File: config.mk
export PLATFORM = sky130hd
export DESIGN_NAME = icache_hit_select
export DESIGN_NICKNAME = d
export VERILOG_FILES = /design/src/icache_cfg_pkg.sv /design/src/icache_bus_pkg.sv /design/src/icache_hit_select.sv
export SDC_FILE = /design/constraint.sdc
export NUM_CORES = 1
export LEC_CHECK = 0
export BUFFER_PORTS_ARGS = -buffer_cell sky130_fd_sc_hd__buf_2
export CAP_MARGIN = 40
export CORE_AREA = 3 3 155 157
export DETAILED_ROUTE_END_ITERATION = 12
export DIE_AREA = 0 0 158 160
export PLACE_DENSITY = 0.44
export SYNTH_ARGS = -nofsm -noshare
export SYNTH_HDL_FRONTEND = slang
export SYNTH_SLANG_ARGS = --single-unit
File: constraint.sdc
create_clock -name vclk -period 1.8
set_input_delay 0.18 -clock vclk [all_inputs]
set_output_delay 0.18 -clock vclk [all_outputs]
set_load 0.01 [all_outputs]
File: src/icache_cfg_pkg.sv
package icache_cfg_pkg;

    // address fields from the tag down to the byte offset
    localparam int ADDR_W         = 32;
    localparam int OFFSET_W       = 4;
    localparam int INDEX_W        = 8;
    localparam int TAG_W          = ADDR_W - INDEX_W - OFFSET_W;
    localparam int WORD_OFF_W     = 2;
    localparam int BYTE_OFF_W     = OFFSET_W - WORD_OFF_W;
    localparam int NUM_SETS       = 1 << INDEX_W;

    // line and way organisation
    localparam int WORDS_PER_LINE = 4;
    localparam int NUM_WAYS       = 2;
    localparam int WAY_ID_W       = 1;

    typedef logic [31:0] word_t;

    // word 0 sits in the low bits, as the memory returns it first
    typedef word_t [WORDS_PER_LINE-1:0] line_t;

    typedef struct packed {
        logic [TAG_W-1:0]      tag;
        logic [INDEX_W-1:0]    index;
        logic [WORD_OFF_W-1:0] word_off;
        logic [BYTE_OFF_W-1:0] byte_off;
    } cache_addr_t;

    // what one way shows after a registered read
    typedef struct packed {
        logic             valid;
        logic [TAG_W-1:0] tag;
        line_t            line;
    } way_out_t;

endpackage

File: src/icache_bus_pkg.sv
package icache_bus_pkg;

    import icache_cfg_pkg::*;

    // memory read types
    localparam logic [2:0] RD_TYPE_WORD = 3'b010;
    localparam logic [2:0] RD_TYPE_LINE = 3'b100;

    typedef struct packed {
        cache_addr_t addr;
        logic        uncached;
    } cpu_req_t;

    typedef struct packed {
        word_t data;
    } cpu_resp_t;

    typedef struct packed {
        logic [2:0]        rd_type;
        logic [ADDR_W-1:0] addr;
    } mem_rd_req_t;

    // one beat of returned read data
    typedef struct packed {
        word_t data;
        logic  last;
    } mem_rd_resp_t;

endpackage

File: src/icache_hit_select.sv
`timescale 1ns/10ps

module icache_hit_select
    import icache_cfg_pkg::*, icache_bus_pkg::*;
(
    input  way_out_t  way_out [NUM_WAYS],

    input  logic      lookup_valid,
    input  cpu_req_t  lookup_req,

    // word from the refill controller
    input  logic      fill_valid,
    input  word_t     fill_word,

    // response channel
    output logic      resp_valid,
    input  logic      resp_ready,
    output cpu_resp_t resp,

    output logic      lookup_miss,
    output logic      lookup_done
);

    logic [NUM_WAYS-1:0] hit_vec;
    logic                hit_cached;
    word_t               hit_word;

    // tag compare per way and word pick from the matching line
    always_comb begin
        hit_word = '0;
        for (int w = 0; w < NUM_WAYS; w++) begin
            hit_vec[w] = way_out[w].valid && (way_out[w].tag == lookup_req.addr.tag);
            if (hit_vec[w]) begin
                hit_word = way_out[w].line[lookup_req.addr.word_off];
            end
        end
    end

    // uncached requests never hit
    assign hit_cached = (|hit_vec) && !lookup_req.uncached;

    assign lookup_miss = lookup_valid && !hit_cached;
    assign resp_valid  = lookup_valid && (hit_cached || fill_valid);
    assign lookup_done = resp_valid && resp_ready;

    assign resp.data = hit_cached ? hit_word : fill_word;

endmodule

Yosys cells after proc, flatten, opt, wreduce, memory -nomap -nowiden
Cells that the tools add are included.
{"block": "totals", "register_bits": 0, "input_bits": 366, "output_inout_bits": 35, "elab_cells": 20}
{"block": "op_classes", "magnitude_cmp": 1, "n_eq_ne": 2, "mux": 7, "n_reduce_logical": 10}
{"operator": "32-bit 2-to-1 mux", "count": 5}
{"operator": "32-bit binary-select mux with 2-bit select", "count": 2}
{"operator": "20-bit == test", "count": 2}
{"operator": "1-bit logical AND", "count": 6}
{"operator": "2-bit by 3-bit less-than comparator with 1-bit output (second input constant)", "count": 1}
{"operator": "1-bit zero test", "count": 2}
{"operator": "2-bit OR reduction", "count": 1}
{"operator": "1-bit logical OR", "count": 1}

Logic depth before layout (Yosys ltp)
{"block": "depth", "depth_word": 7, "ltp_mapped": 8, "ltp_nobuf": 6}

Least setup slack after synthesis
No wires, ideal clock.
{"block": "synth_timing", "path_type": "input to output", "start": "in lookup_req[3] (netlist bit)", "end": "out resp[10] (netlist bit)", "arrival_ps": 1691, "required_time_ps": 1620, "path_slack_ps": -71, "path_stages": 5, "path_buffers": 3, "cell_sequence": "buf_4 > buf_2 > buf_2 > mux4_2 > a21o_1"}
{"element": "start: declaration", "line_no": "icache_hit_select.sv:9", "rtl": "input cpu_req_t lookup_req,"}
{"element": "end: declaration", "line_no": "icache_hit_select.sv:18", "rtl": "output cpu_resp_t resp,"}

==> summary.txt <==
Detailed routing
  • Met3 WL: around 1700 um
  • Total iterations of the first detailed-routing run: 4
  • DR top layer: met5
  • Post-Route WL: 17900 um
  • DRT iter0 DRCs: around 130
  • Via count: between 3000 and 4000
  • Metal2 WL: approximately 10000 um
  • DRC Markers: 0
  • M1 WL: between 6000 and 7000 um
  • Post-DR vias/cell: ~4.2
  • Wirelength per Cell: ~20 um
  • Final ANT Viol Nets: 0

Logic synthesis
  • Yosys warns: 0
  • Post-Syn Nets: 582
  • Area share of the largest cell type after synthesis: 0.551
  • Post-synthesis area per instance: 12.1 um2
  • Synth Cell Area: around 0.0026 mm2
  • Largest area contributor in the netlist: mux4_2
  • Synthesized instance count: around 220
  • Top cells by area, synth: mux4_2, xnor2_1, a21o_1
  • Register area share after synthesis: 0
  • Synth unique cells: 23

Critical path
  • CP Max Fanout: 18
  • Crit. Startpoint: lookup_req[27]
  • Setup crit start kind: input pin
  • Crit end category: output port
  • WP data arrival: roughly 1900 ps
  • Kind of critical path: input pin to output port
  • Required @ worst endpoint: about 1600 ps

Min path
  • Min-delay worst type: input pin to output port
  • Hold_sp: lookup_valid

Timing
  • Max Freq: around 470 MHz
  • Hold slack final: between 700 and 800 ps
  • Count of final hold-check violations: 0
  • Final WS setup: -320 ps
  • Worst Tran Pin Value: around 310 ps
  • Relative slew slack: 0.793
  • Setup violations, final: 35
  • Fin crit share: 1.18
  • RSZ-0062 raised after global routing: yes
  • Tmin final: 2120 ps
  • Max Slew Vio Count: 0

Layout
  • # fillers: around 2500
  • Layout cells sized above 1: 0.828
  • Register area: 0 um2
  • Seq_cells: 0
  • CLK BUF: 0
  • Commonest non-fill, non-tap cell in the layout: buf_2
  • Most frequent cells in the layout: buf_2, mux4_2, a21o_1
  • Footprint of the multi-input gates: between 0.002 and 0.003 mm2
  • Net count reported at finish: about 1000
  • Fin util: 0.242
  • Area Overhead vs Synth: 110%

Floorplanning
  • Core Rows: 55
  • Die height: about 160 um
  • IO Count: around 400
  • Die area: 0.0253 mm2
  • Starting Density: 0.116
  • Die X: 158 um
  • CORE AREA: 0.0226 mm2

Place
  • Input/output buffers: around 400
  • DP HPWL: 16300 um
  • GP Congestion: 0.839

Job
  • Max cap viols: 0

GRT
  • First-pass GRT wire length: about 24000 um
  • Gr ovfl total: 0
  • Vias in the first global route: roughly 4200
  • Total GRT Usage: 0.126
  • Largest net degree at the start of global routing: 27
  • Initial antenna violation count: 6

Clocking
  • Hold_buf cts: 0

Power and ir drop
  • Leak Pwr: 2.77 nW
  • Peak supply drop: about 0.00007 V
  • PwrDens: 209 mW/mm2

Status
  • Failing checks: setup timing
  • Outcome: finished with violations
-- cell type report --
cell class         instances  area share
multi-input cells        190       0.481
well taps                285      0.0650
inverters                  2     0.00137
diodes                     1    0.000456
repair buffers           426       0.452
-- what timing repair did --
item	CTS	global route
resized for setup	26	22
setup endpoints to repair	35	35
pin swaps	4	1
setup buffers	0	0
hold endpoints to repair	0	0
-- power breakdown --
| part | total (mW) | internal (mW) | switching, mW |
|---|---|---|---|
| logic | 1.15 | 0.734 | 0.415 |
| clock network | 0.0000000744 | 0.0000000744 | 0 |
| registers | 0 | 0 | 0 |
-- synth_stat cells --
master	count
and3_2	1
nand4_1	6
buf_2	13
buf_4	1
a22o_1	27
buf_6	3
a32oi_2	1
a21oi_1	2
mux4_2	64
inv_1	2
xor2_1	8
and2_1	1
and3_1	1
xnor2_1	32
a21boi_0	1
nor4_1	3
and4_1	1
nand3_1	2
a21o_1	32
a22o_2	5
nand2_1	2
nor4_4	1
clkbuf_1	7
-- kinds of logic after synthesis --
group	Yosys count	share of synthesized area
xor gates and xnor gates	40	0.134
muxes	64	0.551
buffers and inverters	26	0.0536
and+or+nand+nor	18	0.0474
AOI/OAI and AO/OA	68	0.214
-- final timing paths --
| check | slack [ps] | to | cells after the start |
|---|---|---|---|
| setup / recovery | -320 | resp[31] | 9 |
| hold / removal | 710 | lookup_miss | 3 |
-- worst max-delay path: stages --
cell	delay, ps
buf_8	110
xnor2_4	150
nand4_1	160
nor4_4	390
a32oi_4	200
buf_12	200
a22o_2	260
a21o_1	140
buf_2	130
-- per-stage QoR --
step           setup slack (ps)  power (mW)  std cells  TNS [ps]  area, um2
6_report                   -320        1.15        904     -9560       5490
5_1_grt                    -448        1.24        904    -14140       5490
4_1_cts                    -357        1.13        903    -10820       5350
3_5_place_dp               -470        1.09        903    -14850       5210
3_3_place_gp               -538        1.08        903    -16700       5210
2_1_floorplan             -71.2       0.492        216     -2110       2620
-- layer usage --
layer | up-vias | global-route usage
met1 | 1789 | 0.133
met2 | 254 | 0.253
met3 | 20 | 0.0304
met4 | 6 | 0.0153
met5 | - | 0
li1 | 1751 | -
No activity file was read; power rests on OpenSTA's default activity.
