File: config.mk
export PLATFORM = sky130hd
export DESIGN_NAME = icache_refill_ctrl
export DESIGN_NICKNAME = d
export VERILOG_FILES = /design/src/icache_cfg_pkg.sv /design/src/icache_bus_pkg.sv /design/src/icache_refill_ctrl.sv
export SDC_FILE = /design/constraint.sdc
export NUM_CORES = 1
export LEC_CHECK = 0
export ABC_AREA = 1
export BUFFER_PORTS_ARGS = -buffer_cell sky130_fd_sc_hd__buf_2
export CAP_MARGIN = 20
export CORE_MARGIN = 2
export CORE_UTILIZATION = 51
export DETAILED_ROUTE_END_ITERATION = 8
export PLACE_DENSITY = 0.91
export SLEW_MARGIN = 0
export SYNTH_ARGS = -nofsm -noshare
export SYNTH_HDL_FRONTEND = slang
export SYNTH_SLANG_ARGS = --single-unit
File: constraint.sdc
create_clock -name clk -period 4.7 [get_ports clk]
set_input_delay 0.94 -clock clk [delete_from_list [all_inputs] [get_ports clk]]
set_output_delay 0.94 -clock clk [all_outputs]
set_load 0.005 [all_outputs]
File: src/icache_cfg_pkg.sv
package icache_cfg_pkg;

    // address fields from the tag down to the byte offset
    localparam int ADDR_W         = 32;
    localparam int OFFSET_W       = 4;
    localparam int INDEX_W        = 8;
    localparam int TAG_W          = ADDR_W - INDEX_W - OFFSET_W;
    localparam int WORD_OFF_W     = 2;
    localparam int BYTE_OFF_W     = OFFSET_W - WORD_OFF_W;
    localparam int NUM_SETS       = 1 << INDEX_W;

    // line and way organisation
    localparam int WORDS_PER_LINE = 4;
    localparam int NUM_WAYS       = 2;
    localparam int WAY_ID_W       = 1;

    typedef logic [31:0] word_t;

    // word 0 sits in the low bits, as the memory returns it first
    typedef word_t [WORDS_PER_LINE-1:0] line_t;

    typedef struct packed {
        logic [TAG_W-1:0]      tag;
        logic [INDEX_W-1:0]    index;
        logic [WORD_OFF_W-1:0] word_off;
        logic [BYTE_OFF_W-1:0] byte_off;
    } cache_addr_t;

    // what one way shows after a registered read
    typedef struct packed {
        logic             valid;
        logic [TAG_W-1:0] tag;
        line_t            line;
    } way_out_t;

endpackage

File: src/icache_bus_pkg.sv
package icache_bus_pkg;

    import icache_cfg_pkg::*;

    // memory read types
    localparam logic [2:0] RD_TYPE_WORD = 3'b010;
    localparam logic [2:0] RD_TYPE_LINE = 3'b100;

    typedef struct packed {
        cache_addr_t addr;
        logic        uncached;
    } cpu_req_t;

    typedef struct packed {
        word_t data;
    } cpu_resp_t;

    typedef struct packed {
        logic [2:0]        rd_type;
        logic [ADDR_W-1:0] addr;
    } mem_rd_req_t;

    // one beat of returned read data
    typedef struct packed {
        word_t data;
        logic  last;
    } mem_rd_resp_t;

endpackage

File: src/icache_refill_ctrl.sv
`timescale 1ns/10ps

module icache_refill_ctrl
    import icache_cfg_pkg::*, icache_bus_pkg::*;
(
    input  logic                clk,
    input  logic                resetn,

    // lookup status
    input  cpu_req_t            lookup_req,
    input  logic                lookup_miss,
    input  logic                lookup_done,

    // memory read channel
    output logic                mem_req_valid,
    input  logic                mem_req_ready,
    output mem_rd_req_t         mem_req,
    input  logic                mem_resp_valid,
    input  mem_rd_resp_t        mem_resp,

    // word back to hit-select
    output logic                fill_valid,
    output word_t               fill_word,

    // way write port
    output logic [NUM_WAYS-1:0] wr_en,
    output logic [INDEX_W-1:0]  wr_index,
    output logic [TAG_W-1:0]    wr_tag,
    output line_t               wr_line
);

    typedef enum logic [1:0] {
        ST_IDLE,
        ST_REQUEST,
        ST_COLLECT,
        ST_RESPOND
    } state_t;

    state_t                state;
    logic [WORD_OFF_W-1:0] beat_cnt;
    logic [WAY_ID_W-1:0]   rr_ptr;
    line_t                 line_buf;
    line_t                 line_next;
    logic                  beat_take;
    logic                  last_take;
    logic                  line_write;

    // memory request built straight from the held lookup
    assign mem_req_valid   = (state == ST_REQUEST);
    assign mem_req.rd_type = lookup_req.uncached ? RD_TYPE_WORD : RD_TYPE_LINE;
    assign mem_req.addr    = lookup_req.uncached ? ADDR_W'(lookup_req.addr) :
                             {lookup_req.addr.tag, lookup_req.addr.index, {OFFSET_W{1'b0}}};

    assign beat_take  = (state == ST_COLLECT) && mem_resp_valid;
    assign last_take  = beat_take && mem_resp.last;
    assign line_write = last_take && !lookup_req.uncached;

    // buffered beats plus the one arriving now
    always_comb begin
        line_next           = line_buf;
        line_next[beat_cnt] = mem_resp.data;
    end

    // ways take the full line on the edge of the last beat
    assign wr_index = lookup_req.addr.index;
    assign wr_tag   = lookup_req.addr.tag;
    assign wr_line  = line_next;

    always_comb begin
        for (int w = 0; w < NUM_WAYS; w++) begin
            wr_en[w] = line_write && (rr_ptr == WAY_ID_W'(w));
        end
    end

    assign fill_valid = (state == ST_RESPOND);

    always_ff @(posedge clk) begin
        if (!resetn) begin
            state    <= ST_IDLE;
            beat_cnt <= '0;
            rr_ptr   <= '0;
        end else begin
            case (state)
                ST_IDLE: begin
                    if (lookup_miss) begin
                        state <= ST_REQUEST;
                    end
                end
                ST_REQUEST: begin
                    if (mem_req_ready) begin
                        beat_cnt <= '0;
                        state    <= ST_COLLECT;
                    end
                end
                ST_COLLECT: begin
                    if (beat_take) begin
                        beat_cnt <= beat_cnt + 1'b1;
                    end
                    if (last_take) begin
                        state <= ST_RESPOND;
                    end
                    // round robin moves on every cached fill
                    if (line_write) begin
                        rr_ptr <= rr_ptr + 1'b1;
                    end
                end
                ST_RESPOND: begin
                    if (lookup_done) begin
                        state <= ST_IDLE;
                    end
                end
                default: begin
                    state <= ST_IDLE;
                end
            endcase
        end
    end

    // line buffer and returned word
    always_ff @(posedge clk) begin
        if (beat_take) begin
            line_buf <= line_next;
        end
        if (last_take) begin
            fill_word <= lookup_req.uncached ? mem_resp.data :
                         line_next[lookup_req.addr.word_off];
        end
    end

endmodule

Yosys cells after proc, flatten, opt, wreduce, memory -nomap -nowiden
Cells that the tools add are included.
{ "op_classes": {"eq_ne": 8, "reduce_logical": 12, "n_mux": 16, "order_cmp": 3, "div": 0, "n_bitwise": 1, "n_shift": 0, "multipliers": 0, "addsub": 2} }
{ "op_table": {"columns": ["operator", "n"], "rows": [
  ["$bwmux W128", 1],
  ["$mux W32", 3],
  ["$bmux W32 S2", 1],
  ["$demux W32 S2", 1],
  ["$mux W2", 6],
  ["$ne A2 B2 Y1 const B", 4],
  ["$pmux W2 S4", 1],
  ["$logic_and A1 B1 Y1", 6],
  ["$lt A2 B3 Y1 const B", 2],
  ["$eq A2 B2 Y1 const B", 2],
  ["$mux W4", 1],
  ["$pmux W2 S2", 1],
  ["$reduce_and A4 Y1", 1],
  ["$mux W3", 1],
  ["$reduce_and A3 Y1", 1],
  ["$add A2 B1 Y2 const B", 1],
  ["$eq A2 B1 Y1 const B", 1],
  ["$ge A2 B1 Y1 const B", 1],
  ["$logic_not A2 Y1", 1],
  ["$ne A2 B1 Y1 const B", 1],
  ["$reduce_and A2 Y1", 1],
  ["$reduce_bool A2 Y1", 1],
  ["$add A1 B1 Y1 const B", 1],
  ["$logic_not A1 Y1", 1],
  ["$not A1 Y1", 1]
]} }
{ "word_totals": {"memories": 0, "out_inout_bits": 227, "romBits": 0, "latch_bits": 0, "inputBits": 72, "register_bits": 165, "elab_cells": 50, "mem_bits_rw": 0} }

Depth between registers and ports, before layout
{ "depth": {"ltp_word": 8, "depth_mapped": 11, "ltp_nobuf": 10} }

Least setup slack after synthesis
No wires, ideal clock.
{ "synth_path": {"path_type": "input port to flip-flop", "start": "in mem_resp_valid", "end": "reg line_buf[0] in the netlist's numbering (enable)", "arrival_ns": 3.515, "n_path_buf": 0, "required_ns": 4.219, "setup_ns": 0.481, "cell_stages": 2, "setup_slack_ns": 0.704, "path_cell_list": "nand2_1 -> inv_1"} }
{ "synth_between": {"elab_chain_cells": 1} }
{ "synth_rtl": {"columns": ["item", "line_no", "text"], "rows": [
  ["start, declared", "icache_refill_ctrl.sv:18", "input logic mem_resp_valid,"],
  ["$logic_and A1 B1 Y1", "icache_refill_ctrl.sv:54", "assign beat_take = (state == ST_COLLECT) && mem_resp_valid;"],
  ["net beat_take", "icache_refill_ctrl.sv:44", "logic beat_take;"],
  ["end signal, assigned", "icache_refill_ctrl.sv:122", "line_buf <= line_next;"],
  ["end, declared", "icache_refill_ctrl.sv:42", "line_t line_buf;"]
]} }
The timed path passes the listed nets, and every way through them passes these cells.
A chain may end at the register's enable or synchronous reset.

==> reports/results.txt <==
Num Clock Sinks - 165
Core area - 17300 µm²
Top FF cell, synth - edfxtp_1
Fin crit period - 3.530 ns
CP max FO - 33
First-pass GRT wire length - 38160 µm
Seq. cell area - 4905 µm²
Critical-path top delay cell - ha_2
Multi-input gate area - 3188 µm²
Slew of the pin with the lowest slew margin - 0.9228 ns
Biggest cell delay along the critical path - 0.80 ns
Chip width - 137.0 µm
Status - finished, final reports clean
Initial antenna violation count - 0
Vias in the first global route - 7270
Clk pin slew, worst setup/hold paths - 0.06 ns
Syn_area_per_cell - 8.573 µm²
Total I/O pin count - 299
Synthesized cell area - 9019 µm²
GP Congestion - 0.8164
Die footprint - 18760 µm²
Yosys warning count - 0
VDD IR max - 0.5069 mV
Yosys reg bits - 165
Yosys top cell area share - 0.5327
Initial DRC count - 922
CTS Buf Count - 17
Initial core utilization - 0.5214
Sequential area share after synthesis - 0.5438
Detailed-router iteration count before antenna repair - 6
CTS resizes - 0
Clk_lat worst skew - 0.42 ns
Post-synth EDFFs - 160
Most frequent cell after synthesis - nand2_1
Worst Skew - 0.007506 ns
Critical Path AT - 2.59 ns
Port Buf Inserts - 213
Setup TNS - 0 ns
Largest net degree at the start of global routing - 72
Synth area leader - edfxtp_1
RSZ-0062 raised after global routing - false
Worst setup SP type - flip-flop
Ranking of synthesized cells by area - edfxtp_1 (53%), nand2_1 (22%), nand3_1 (11%), buf_4 (6.3%), buf_6 (1.9%)
Drt wl/cell - 18.13 µm
Post-placement worst setup slack - 1.573 ns
Top post-synthesis cells by count - nand2_1 (521), nand3_1 (194), edfxtp_1 (160)
DRC Markers - 0
Die Ht - 137.0 µm
Req. time, crit path - 3.76 ns
Setup repair bufs after CTS - 0
Share of cells above drive strength 1 - 0.2240
Pwr per Cell Area - 600.3 nW/µm²
Layout Nets - 1260
Root Driver - clkbuf_16
Hold-fix buffer count after cts - 0
Final hold vios - 0
Top delay family on crit path - adder cells
Max Cap Violations - 0
H-tree Lvls - 4
Fin crit share - 0.7511
Gate Count Post-Synth - 1052
Area delta synth->final - 13.24%
CTS tree - yes
P_leak - 4.849 nW
GRT Overall Usage - 0.2680
Final WS setup - 1.170 ns
Endpoints failing setup - 0
HP Class - flip-flop to flip-flop
WL final - 25690 µm
Setup slack, reg-to-reg - 2.11 ns
Critical Path Most Common Cell - nand2_1
Max-slew headroom - 0.3848
Vias per cell - 5.704
Synth cell types - 19
Crit Path Class - flip-flop to output port
Detailed Place HPWL - 16370 µm
Fmax achieved - 283.3 MHz
Crit end category - output port
Async set-reset flop share out of synthesis - 0
Max Buffers Root-to-Sink - 2
Max Slew Vio Count - 0
Vias - 8083
Fill cells - 1445
Grt total ovfl - 0
Post-DRT Antenna Nets - 0
Syn nets - 1133
CP Buf/Inv Count - 3
Crit-path cells - inv_1 > ha_2 > inv_4 > nand2_1 > nand2_1 > buf_2
Antenna Cells - 0
Row count - 48
## tightest hold or removal path: stages (launching register included)
cell     delay (ns)
dfxtp_1        0.34
nor2_1         0.10
nor2_1         0.05
## per-stage QoR
stage	instances	total power [W]	area, µm²	hold slack, ns	utilization
CTS	1417	0.006127	10210	0.5266	0.5904
floorplan	1052	0.003805	9019	0.4746	-
detailed placement	1385	0.004689	9615	0.5182	0.5559
global route	1417	0.006498	10210	0.5648	0.5904
global placement	1385	0.004596	9615	0.5032	0.5559
finish	1417	0.006131	10210	0.5259	0.5904
## logic make-up after synthesis
logic type      Yosys count  share of synthesized area
other cells               1                  0.0004158
fa+ha+maj                 9                    0.01249
flops                   165                     0.5438
simple gates            735                     0.3359
buf+inv                 137                     0.1046
compound gates            5                   0.002774
## where the power goes
part	internal [W]	leakage, nW	switching (W)	total (W)
registers	0.00203	1.50	0.0000704	0.00211
clock network	0.000880	0.284	0.000556	0.00144
logic	0.000821	3.06	0.00177	0.00259
## layout make-up
class,instances,area share
Timing Repair Buffer,221,0.1115
Sequential cell,165,0.4803
Multi-Input combinational cell,750,0.3122
Tap cell,225,0.02757
Inverter,24,0.01005
Clock inverter,12,0.01568
Clock buffer,20,0.04276
## cell usage in the layout (no fill, tap or decap)
cell	netlist	final
buf_4	76	7
ha_2	0	4
clkinvlp_4	0	2
edfxtp_1	160	160
a21oi_1	4	4
buf_12	0	1
clkbuf_16	0	17
ha_1	9	5
dfxtp_1	5	5
inv_1	18	17
o21ai_0	1	1
nand2_2	10	10
nor2_4	0	1
nand2_1	521	521
nor4_1	1	1
clkbuf_1	5	3
bufinv_16	0	4
buf_2	17	213
conb_1	1	1
clkinv_1	1	5
inv_2	1	1
nor2_1	9	8
inv_4	4	5
nand3_1	194	194
clkinv_2	0	2
## registers in the layout (all words and copies together) (netlist names)
register and count:
fill_word 32, beat_cnt 2, rr_ptr 1, line_buf 128, state 2
## path summary, 6_finish.rpt
kind | from | end | cells after the start
max | beat_cnt[0]$_SDFFE_PN0P_ | wr_line[81] | 6
min reg2reg | state[1]$_SDFFE_PN0P_ | state[1]$_SDFFE_PN0P_ | 2
min | state[1]$_SDFFE_PN0P_ | state[1]$_SDFFE_PN0P_ | 2
max reg2reg | beat_cnt[0]$_SDFFE_PN0P_ | fill_word[18]$_DFFE_PP_ | 9
## layer usage
metal / routed length, µm / part of all wire / vias to the layer above / global-route usage
li1: - / - / 3707 / -
met1: 9172 / 0.36 / 3624 / 0.3486
met2: 12280 / 0.48 / 667 / 0.4284
met3: 3539 / 0.14 / 85 / 0.06259
met4: 697 / 0.027 / 0 / 0.1180
met5: 0 / 0 / - / 0
Note: power is estimated with default switching activity, not from simulation.
