<file path="config.mk">
export PLATFORM = sky130hd
export DESIGN_NAME = icache_req_stage
export DESIGN_NICKNAME = d
export VERILOG_FILES = /design/src/icache_cfg_pkg.sv /design/src/icache_bus_pkg.sv /design/src/icache_req_stage.sv
export SDC_FILE = /design/constraint.sdc
export NUM_CORES = 1
export LEC_CHECK = 0
export BUFFER_PORTS_ARGS = -buffer_cell sky130_fd_sc_hd__buf_4
export CAP_MARGIN = 40
export CORE_ASPECT_RATIO = 0.5
export CORE_MARGIN = 2
export CORE_UTILIZATION = 42
export DETAILED_ROUTE_END_ITERATION = 16
export PLACE_DENSITY = 0.89
export SETUP_SLACK_MARGIN = 0.02
export SYNTH_ARGS = -nofsm -noshare
export SYNTH_HDL_FRONTEND = slang
export SYNTH_SLANG_ARGS = --single-unit
</file>
<file path="constraint.sdc">
create_clock -name clk -period 2.36 [get_ports clk]
set_input_delay 0.118 -clock clk [delete_from_list [all_inputs] [get_ports clk]]
set_output_delay 0.118 -clock clk [all_outputs]
set_load 0.1 [all_outputs]
</file>
<file path="src/icache_cfg_pkg.sv">
package icache_cfg_pkg;

    // address fields from the tag down to the byte offset
    localparam int ADDR_W         = 32;
    localparam int OFFSET_W       = 4;
    localparam int INDEX_W        = 8;
    localparam int TAG_W          = ADDR_W - INDEX_W - OFFSET_W;
    localparam int WORD_OFF_W     = 2;
    localparam int BYTE_OFF_W     = OFFSET_W - WORD_OFF_W;
    localparam int NUM_SETS       = 1 << INDEX_W;

    // line and way organisation
    localparam int WORDS_PER_LINE = 4;
    localparam int NUM_WAYS       = 2;
    localparam int WAY_ID_W       = 1;

    typedef logic [31:0] word_t;

    // word 0 sits in the low bits, as the memory returns it first
    typedef word_t [WORDS_PER_LINE-1:0] line_t;

    typedef struct packed {
        logic [TAG_W-1:0]      tag;
        logic [INDEX_W-1:0]    index;
        logic [WORD_OFF_W-1:0] word_off;
        logic [BYTE_OFF_W-1:0] byte_off;
    } cache_addr_t;

    // what one way shows after a registered read
    typedef struct packed {
        logic             valid;
        logic [TAG_W-1:0] tag;
        line_t            line;
    } way_out_t;

endpackage

</file>
<file path="src/icache_bus_pkg.sv">
package icache_bus_pkg;

    import icache_cfg_pkg::*;

    // memory read types
    localparam logic [2:0] RD_TYPE_WORD = 3'b010;
    localparam logic [2:0] RD_TYPE_LINE = 3'b100;

    typedef struct packed {
        cache_addr_t addr;
        logic        uncached;
    } cpu_req_t;

    typedef struct packed {
        word_t data;
    } cpu_resp_t;

    typedef struct packed {
        logic [2:0]        rd_type;
        logic [ADDR_W-1:0] addr;
    } mem_rd_req_t;

    // one beat of returned read data
    typedef struct packed {
        word_t data;
        logic  last;
    } mem_rd_resp_t;

endpackage

</file>
<file path="src/icache_req_stage.sv">
`timescale 1ns/10ps

module icache_req_stage
    import icache_cfg_pkg::*, icache_bus_pkg::*;
(
    input  logic               clk,
    input  logic               resetn,

    // requester side
    input  logic               req_valid,
    input  cpu_req_t           req,
    output logic               req_ready,

    // response completed this cycle
    input  logic               lookup_done,

    // way read port
    output logic               rd_en,
    output logic [INDEX_W-1:0] rd_index,

    // request under lookup
    output logic               lookup_valid,
    output cpu_req_t           lookup_req
);

    logic accept;

    // free when idle, or when the current response leaves this cycle
    assign req_ready = !lookup_valid || lookup_done;
    assign accept    = req_valid && req_ready;

    // ways read at the incoming index on the accept edge
    assign rd_en    = accept;
    assign rd_index = req.addr.index;

    always_ff @(posedge clk) begin
        if (!resetn) begin
            lookup_valid <= 1'b0;
        end else if (accept) begin
            lookup_valid <= 1'b1;
        end else if (lookup_done) begin
            lookup_valid <= 1'b0;
        end
    end

    // request payload, held for the whole lookup
    always_ff @(posedge clk) begin
        if (accept) begin
            lookup_req <= req;
        end
    end

endmodule

</file>
# ---- Yosys cells after proc, flatten, opt, wreduce, memory -nomap -nowiden
# Index checks and enable logic that the tools add are counted.
# Widths: inputs -> output; s select.
dict set report word_totals {
  regBits 34
  input_bits 37
  output_inout_bits 44
  word_cells 12
}
dict set report op_classes {
  n_mux 2
  n_reduce_logical 4
}
# cell count
set ops {}
lappend ops {{$mux 1} 2}
lappend ops {{$reduce_bool 2->1} 1}
lappend ops {{$logic_and 1x1->1} 1}
lappend ops {{$logic_not 1->1} 1}
lappend ops {{$logic_or 1x1->1} 1}

# ---- Depth between registers and ports, before layout
# Gate-level depths: netlist (run 1).
dict set report logic_depth {
  word_depth 4
  depth_mapped 2
  depth_no_buf 2
}

# ---- Worst setup path after synthesis (run 1)
# No wires, ideal clock.
dict set report synth_path {
  kind {register to register}
  from {reg lookup_valid}
  to {reg lookup_req[0] (netlist bit), enable pin}
  setup_time_ns 0.321
  arrival_ns 1.835
  required_time_ns 2.039
  setup_slack_ns 0.203
  path_stages_with_launch 3
  n_path_buf 0
  synth_period_minus_slack_ns 2.157
  cell_sequence {dfxtp_1 > nand2b_4 > and2_4}
}
dict set report synth_between {
  elab_chain_len 3
}
# item line_no
set synth_rtl {}
lappend synth_rtl {{start: declaration} icache_req_stage.sv:22} ;# output logic lookup_valid,
lappend synth_rtl {{start signal: assignment} icache_req_stage.sv:38} ;# lookup_valid <= 1'b0;
lappend synth_rtl {{start signal: assignment} icache_req_stage.sv:40} ;# lookup_valid <= 1'b1;
lappend synth_rtl {{start signal: assignment} icache_req_stage.sv:42} ;# lookup_valid <= 1'b0;
lappend synth_rtl {{$logic_not 1->1} icache_req_stage.sv:29} ;# assign req_ready = !lookup_valid || lookup_done;
lappend synth_rtl {{$logic_or 1x1->1} icache_req_stage.sv:29}
lappend synth_rtl {{named net req_ready} icache_req_stage.sv:12} ;# output logic req_ready,
lappend synth_rtl {{$logic_and 1x1->1} icache_req_stage.sv:30} ;# assign accept = req_valid && req_ready;
lappend synth_rtl {{named net rd_en} icache_req_stage.sv:18} ;# output logic rd_en,
lappend synth_rtl {{end signal: assignment} icache_req_stage.sv:49} ;# lookup_req <= req;
lappend synth_rtl {{end: declaration} icache_req_stage.sv:23} ;# output cpu_req_t lookup_req
# The timed path passes the listed nets, and every way through them passes these cells.
# A chain may end at the register's enable or synchronous reset.

# ---- Final worst setup path (run 1)
dict set report layout_path {
  from {reg lookup_valid}
  to {out rd_en}
}
dict set report layout_between {
  elab_chain_len 3
}
# item line_no
set layout_rtl {}
lappend layout_rtl {{$logic_not 1->1} icache_req_stage.sv:29}
lappend layout_rtl {{$logic_or 1x1->1} icache_req_stage.sv:29}
lappend layout_rtl {{$logic_and 1x1->1} icache_req_stage.sv:30}
lappend layout_rtl {{end: declaration} icache_req_stage.sv:18}
# Every way passes these cells.

==> results.yml, run 1 <==
run_status:
  outcome: "complete, no violations"
route:
  antenna_violating_nets_post_route: 0
  drt_iter0_drc: 11
  vias_cell: 4.23
  post_route_wl_mm: 2.57
  detailedRoute.firstPassIterationCount: 4
  dr_total_vias: 694
  drc: 0
  wl_per_cell_um: 15.7
power_and_ir_drop:
  design_power_total_uw: 1540
  peakVddDrop_mv: 0.418
  cell_pwr_density_mw_per_mm2: 857
  power_leakage_uw: 0.000783
critical_path:
  regToRegStartpoint: "lookup_valid"
  critPathArrivalTime_ns: 1.51
  capturing_point_of_the_worst_reg2reg_path: "lookup_req[25]"
  critical_path_buf_inv_count: 1
  worstPathRequired_ns: 2.24
  crit_fanout: 34
  crit_chain: "nand2b_4 > and2_4 > buf_4"
  cp_slowest_stage_delay_ns: 0.43
  reg2regPathDepth: 2
  critical_path_s_top_delay_family: "simple AND/OR/NAND/NOR gates"
  timing.critical_path.slowest_stage_cell: "and2_4"
  end_kind: "output port"
  setup.worst_path.start_class: "flip-flop"
  ff2ff_setup_slack_ns: 1.16
  setup.worst_path.class: "flip-flop to output port"
layout:
  layout.cell_area.non_filler_sq_mm: 0.00180
  synthToLayoutAreaGrowth_pct: 62.2
  most_frequent_standard_cell_in_the_layout_excluding_fill_and_tap_cells: "buf_4"
  register_area_sq_mm: 0.00101
  final_cell_mix: "80 x buf_4, 33 x edfxtp_1, 5 x clkbuf_8"
  antennaDiodeCount: 0
  finish.net_count: 165
  multiInputGateArea_sq_um: 33.8
  fillCellCount: 165
  drive_above_1_share_pct: 69.3
die:
  die_height_um: 40.3
  core_sq_mm: 0.00255
  chipWidth_um: 76.7
  die_area_sq_mm: 0.00309
  core.rowCount: 13
  pin_count: 81
  floorplan.initialDensity_pct: 43.4
global_route:
  grt_overflow: 0
  grt.total_usage_pct: 16.3
  grt_antenna_before_repair: 0
  via_count_of_the_first_global_routing_pass: 643
  wire_length_of_the_first_global_routing_pass_mm: 3.31
  grt_start_max_net_pins: 35
placed_design:
  postPlaceCellArea_sq_mm: 0.00170
  place.gp.congestion: 0.739
  place.port_buffers: 80
logic_synthesis:
  netlist_instances: 46
  ys_types: 7
  postSynthRegisterBits: 34
  synth_mux_area_share_pct: 0
  post_synth_fa_ha_maj_area_fraction_pct: 0
  synth_simple_gate_area_share_pct: 2.03
  synth.yosys.seq_area_share_pct: 91.2
  synth_area_per_cell_sq_um: 24.1
  synth_top_family_by_area: "buffers and inverters"
  syn-cell-area_sq_mm: 0.00111
  post_synth_xor_area_fraction_pct: 0
  syn_nets: 83
  compound_gate_fraction_of_synth_area_pct: 1.02
  ys_warn_count: 0
cts:
  tritoncts: "built"
  clk_transition_reported_paths_ns: 0.06
  htree_num_levels: 2
  tritoncts_num_sinks: 34
  clk_root_buffer_cell: "clkbuf_8"
  clk_latency_ns: 0.28
  max_root_sink_buffers: 2
  numCtsBuffers: 5
  cts.repair_timing.setup_buffer_count: 0
timing:
  grt_setup_unrepaired: "false"
  timing.final.setup_violations: 0
  max_freq_mhz: 616
  fin_crit_share_pct: 68.8
  timing.max_slew.rel_slack_pct: 70.7
  final.setup_skew_ns: 0.00301
  totalNegativeSetupSlack_ns: 0
  max_slew.worst_pin.slew_ns: 0.439
  final_max_slew_viol_count: 0
  final-hold-violation-count: 0
  finalWorstPathRequiredPeriod_ns: 1.62
worst_hold_path:
  endpoint_worst_hold: "lookup_req[2]"
  holdCritPathClass: "primary input to flip-flop"
  hold_start: "req[2]"
  min_path_cells: 1
flow_run:
  drv_cap: 0
[routing by layer]
metal  track usage, %  part of all wire, %  up-vias
li1                 -                    -      324
met1             15.6                   34      347
met2             32.1                   61       15
met3             6.31                  2.8        8
met4             10.9                  1.8        0
met5                0                    0        -
[where the power goes]
part / total [uW] / switching [uW] / internal, uW / leakage (uW)
clock network: 373 / 181 / 192 / 0.0000375
registers: 715 / 10.4 / 705 / 0.000328
logic: 452 / 356 / 96.3 / 0.000417
[sequential cells by signal, indices dropped and copies added, names as in the netlist]
signal and count:
lookup_req 33, lookup_valid 1
[kinds of logic (layout without fill, tap and decap cells)]
kind of cell           Yosys count  after routing
AO/OA/AOI/OAI                    1              1
buffers and inverters            9             90
AND/OR/NAND/NOR                  2              2
flip-flops                      34             34
[layout make-up]
cell class / instances / share of cell area (%)
clock buffer: 5 / 3.83
clock inverter: 1 / 0.209
inverter: 1 / 0.209
multi-input combinational: 3 / 1.88
sequential: 34 / 56.2
tap: 37 / 2.57
timing repair buffer: 83 / 35.1
[cells in the mapped netlist]
library cell  count  area share (%)
a21boi_2          1             1.0
and2_4            1            0.79
buf_4             8             5.4
dfxtp_1           1             1.8
edfxtp_1         33              89
inv_1             1            0.34
nand2b_4          1             1.2
[timing repair]
action / in CTS / in global routing
hold endpoints to repair: 0 / 3
resized for setup: 0 / 0
setup endpoints to repair: 0 / 0
hold buffers: 0 / 3
[how the worst max path moves through the flow]
stage,startpoint,endpoint,slack [ns],depth (start not counted)
after floorplan,lookup_valid,lookup_req[0],0.20,2
after global placement,lookup_valid,rd_en,1.06,3
after detailed placement,lookup_valid,rd_en,1.03,3
after CTS,lookup_valid,rd_en,0.73,3
after global routing,lookup_valid,rd_en,0.67,3
final,lookup_valid,rd_en,0.74,3
[worst reg2reg max path: cells and delay by family (launching register included)]
family | cells | cell delay, ns
flops | 1 | 0.33
simple gates | 2 | 0.51
[stage by stage]
stage / setup WS (ns) / hold slack [ns] / cells / util (%)
after detailed placement: 1.03 / 0.298 / 155 / 66.4
after floorplan: 0.203 / 0.217 / 46 / -
after global routing: 0.669 / 0.000673 / 164 / 70.4
final: 0.736 / 0.0134 / 164 / 70.4
after CTS: 0.727 / 0.00266 / 161 / 69.2
after global placement: 1.06 / 0.296 / 155 / 66.4
No activity file was read; power rests on OpenSTA's default activity.
==> run 2: changes to the inputs <==
--- a/config.mk
+++ b/config.mk
@@ -9,9 +9,9 @@
 export CAP_MARGIN = 40
 export CORE_ASPECT_RATIO = 0.5
 export CORE_MARGIN = 2
-export CORE_UTILIZATION = 42
+export CORE_UTILIZATION = 35
 export DETAILED_ROUTE_END_ITERATION = 16
-export PLACE_DENSITY = 0.89
+export PLACE_DENSITY = 0.8
 export SETUP_SLACK_MARGIN = 0.02
 export SYNTH_ARGS = -nofsm -noshare
 export SYNTH_HDL_FRONTEND = slang
==> constraint.sdc (replaced) <==
create_clock -name clk -period 1.31 [get_ports clk]
set_input_delay 0.0655 -clock clk [delete_from_list [all_inputs] [get_ports clk]]
set_output_delay 0.0655 -clock clk [all_outputs]
set_load 0.1 [all_outputs]
==> run 2 against run 1 <==
Register-to-register slack worse by 1.0 ns. Hold slack improved by 0.014 ns. Core utilization rose by 0.81 points. Clock-buffer cell count rose by 3. Setup slack worse by 0.66 ns. Critical path type unchanged.
==> results.yml, run 2 (same netlist as run 1, synthesis figures left out) <==
die:
  floorplan.initialDensity_pct: 36.8
  die_area_sq_mm: 0.00366
  pin_count: 81
  core_sq_mm: 0.00301
  chipWidth_um: 83.6
  die_height_um: 43.8
  core.rowCount: 14
cts:
  tritoncts_num_sinks: 34
  numCtsBuffers: 5
  max_root_sink_buffers: 2
  clk_transition_reported_paths_ns: 0.06
  clk_root_buffer_cell: "clkbuf_8"
  tritoncts: "built"
  clk_latency_ns: 0.27
  cts.repair_timing.setup_buffer_count: 0
  htree_num_levels: 2
layout:
  largestRegisters: "lookup_req (33), lookup_valid (1)"
  final_cell_mix: "79 x buf_4, 33 x dlygate4sd3_1, 33 x edfxtp_1"
  drive_above_1_share_pct: 56.3
  synthToLayoutAreaGrowth_pct: 93.6
  most_flops_register: "lookup_req"
  most_frequent_standard_cell_in_the_layout_excluding_fill_and_tap_cells: "buf_4"
  finish.net_count: 196
  antennaDiodeCount: 0
  largest_register_ff_count: 33
placed_design:
  place.port_buffers: 80
  detailedPlace.worstSlack_ns: 0.156
  place.gp.congestion: 0.687
power_and_ir_drop:
  design_power_total_uw: 2910
  power.net_switching_uw: 1020
  p_comb_share_pct: 31.3
  power_report.internal_total_uw: 1890
  seqPwrFrac_pct: 44.5
  power.clock.fraction_pct: 24.2
  power_leakage_uw: 0.000924
  peakVddDrop_mv: 0.808
  switching_share_pct: 35.0
  cell_pwr_density_mw_per_mm2: 1350
critical_path:
  critPathArrivalTime_ns: 1.17
  setup.worst_path.class: "flip-flop to output port"
  setup.worst_path.start_class: "flip-flop"
  ff2ff_setup_slack_ns: 0.12
  crit_fanout: 12
  end_kind: "output port"
  worstPathRequired_ns: 1.24
timing:
  timing.max_slew.rel_slack_pct: 80.8
  max_slew.worst_pin.slew_ns: 0.290
  timing.final.setup_violations: 0
  final_max_slew_viol_count: 0
  finalWorstPathRequiredPeriod_ns: 1.23
  grt_setup_unrepaired: "false"
  setup_slack_ns: 0.0753
  fin_crit_share_pct: 94.3
  max_freq_mhz: 810
  final.setup_skew_ns: 0.00613
  totalNegativeSetupSlack_ns: 0
  final-hold-violation-count: 0
global_route:
  grt.total_usage_pct: 18.4
  grt_antenna_before_repair: 0
  grt_overflow: 0
  wire_length_of_the_first_global_routing_pass_mm: 4.84
  via_count_of_the_first_global_routing_pass: 876
  grt_start_max_net_pins: 24
route:
  detailedRoute.firstPassIterationCount: 4
  dr_total_vias: 822
  post_route_wl_mm: 3.32
  drt_iter0_drc: 29
  wl_per_cell_um: 16.6
  vias_cell: 4.11
  antenna_violating_nets_post_route: 0
  drc: 0
worst_hold_path:
  holdCritPathClass: "primary input to flip-flop"
run_status:
  outcome: "complete, no violations"
flow_run:
  drv_cap: 0
## run 2: power by group through the flow
stage	Clock, uW	Sequential, uW	Combinational, uW
after CTS	716	1290	902
after global routing	760	1300	930
after global placement	0	1310	813
final	704	1290	911
after detailed placement	0	1310	820
after floorplan	0	1750	169
## run 2: timing repair
action                                  4_1_cts  5_1_grt
hold endpoints to repair                     33        0
gates resized for setup                       1        2
endpoints found under the setup margin        1        1
pin swaps                                     0        1
hold buffers                                 33        0
## run 2: layout make-up
type | instances | area [sq um]
timing repair buffer | 114 | 963
inverter | 1 | 3.75
tap | 40 | 50.0
clock buffer | 8 | 80.1
sequential | 34 | 1010
multi-input combinational | 3 | 33.8
fill | 168 | 867
## run 2: per-stage QoR
stage          std cells  hold WS [ns]  utilization (%)  cell area (sq um)
6_report             200        0.0276             71.2               2150
5_1_grt              200        0.0354             71.2               2150
4_1_cts              200        0.0261             70.9               2140
3_5_place_dp         159         0.245             57.2               1720
3_3_place_gp         159         0.244             57.2               1720
2_1_floorplan         46         0.164                -               1110
## run 2: metal layers
metal,share of wire (%),track usage (%),vias to the layer above,wire [um]
met5,0,0,-,0
met4,1.2,5.81,0,39
met3,2.4,5.52,4,80
met2,55,31.2,9,1810
met1,42,23.6,418,1390
li1,-,-,391,-
## run 2: path summary, 6_finish.rpt
check / start / to / depth (start not counted)
setup / recovery: lookup_valid / rd_en / 3
hold / removal: resetn / lookup_valid / 2
setup reg to reg: lookup_valid / lookup_req[14] / 3
hold reg to reg: lookup_valid / lookup_valid / 2
## run 2: worst max-delay path, cell delays in order, from the launching register on
cell and delay (ns):
dfxtp_4 0.35, nand2b_4 0.08, and2_4 0.26, buf_12 0.20
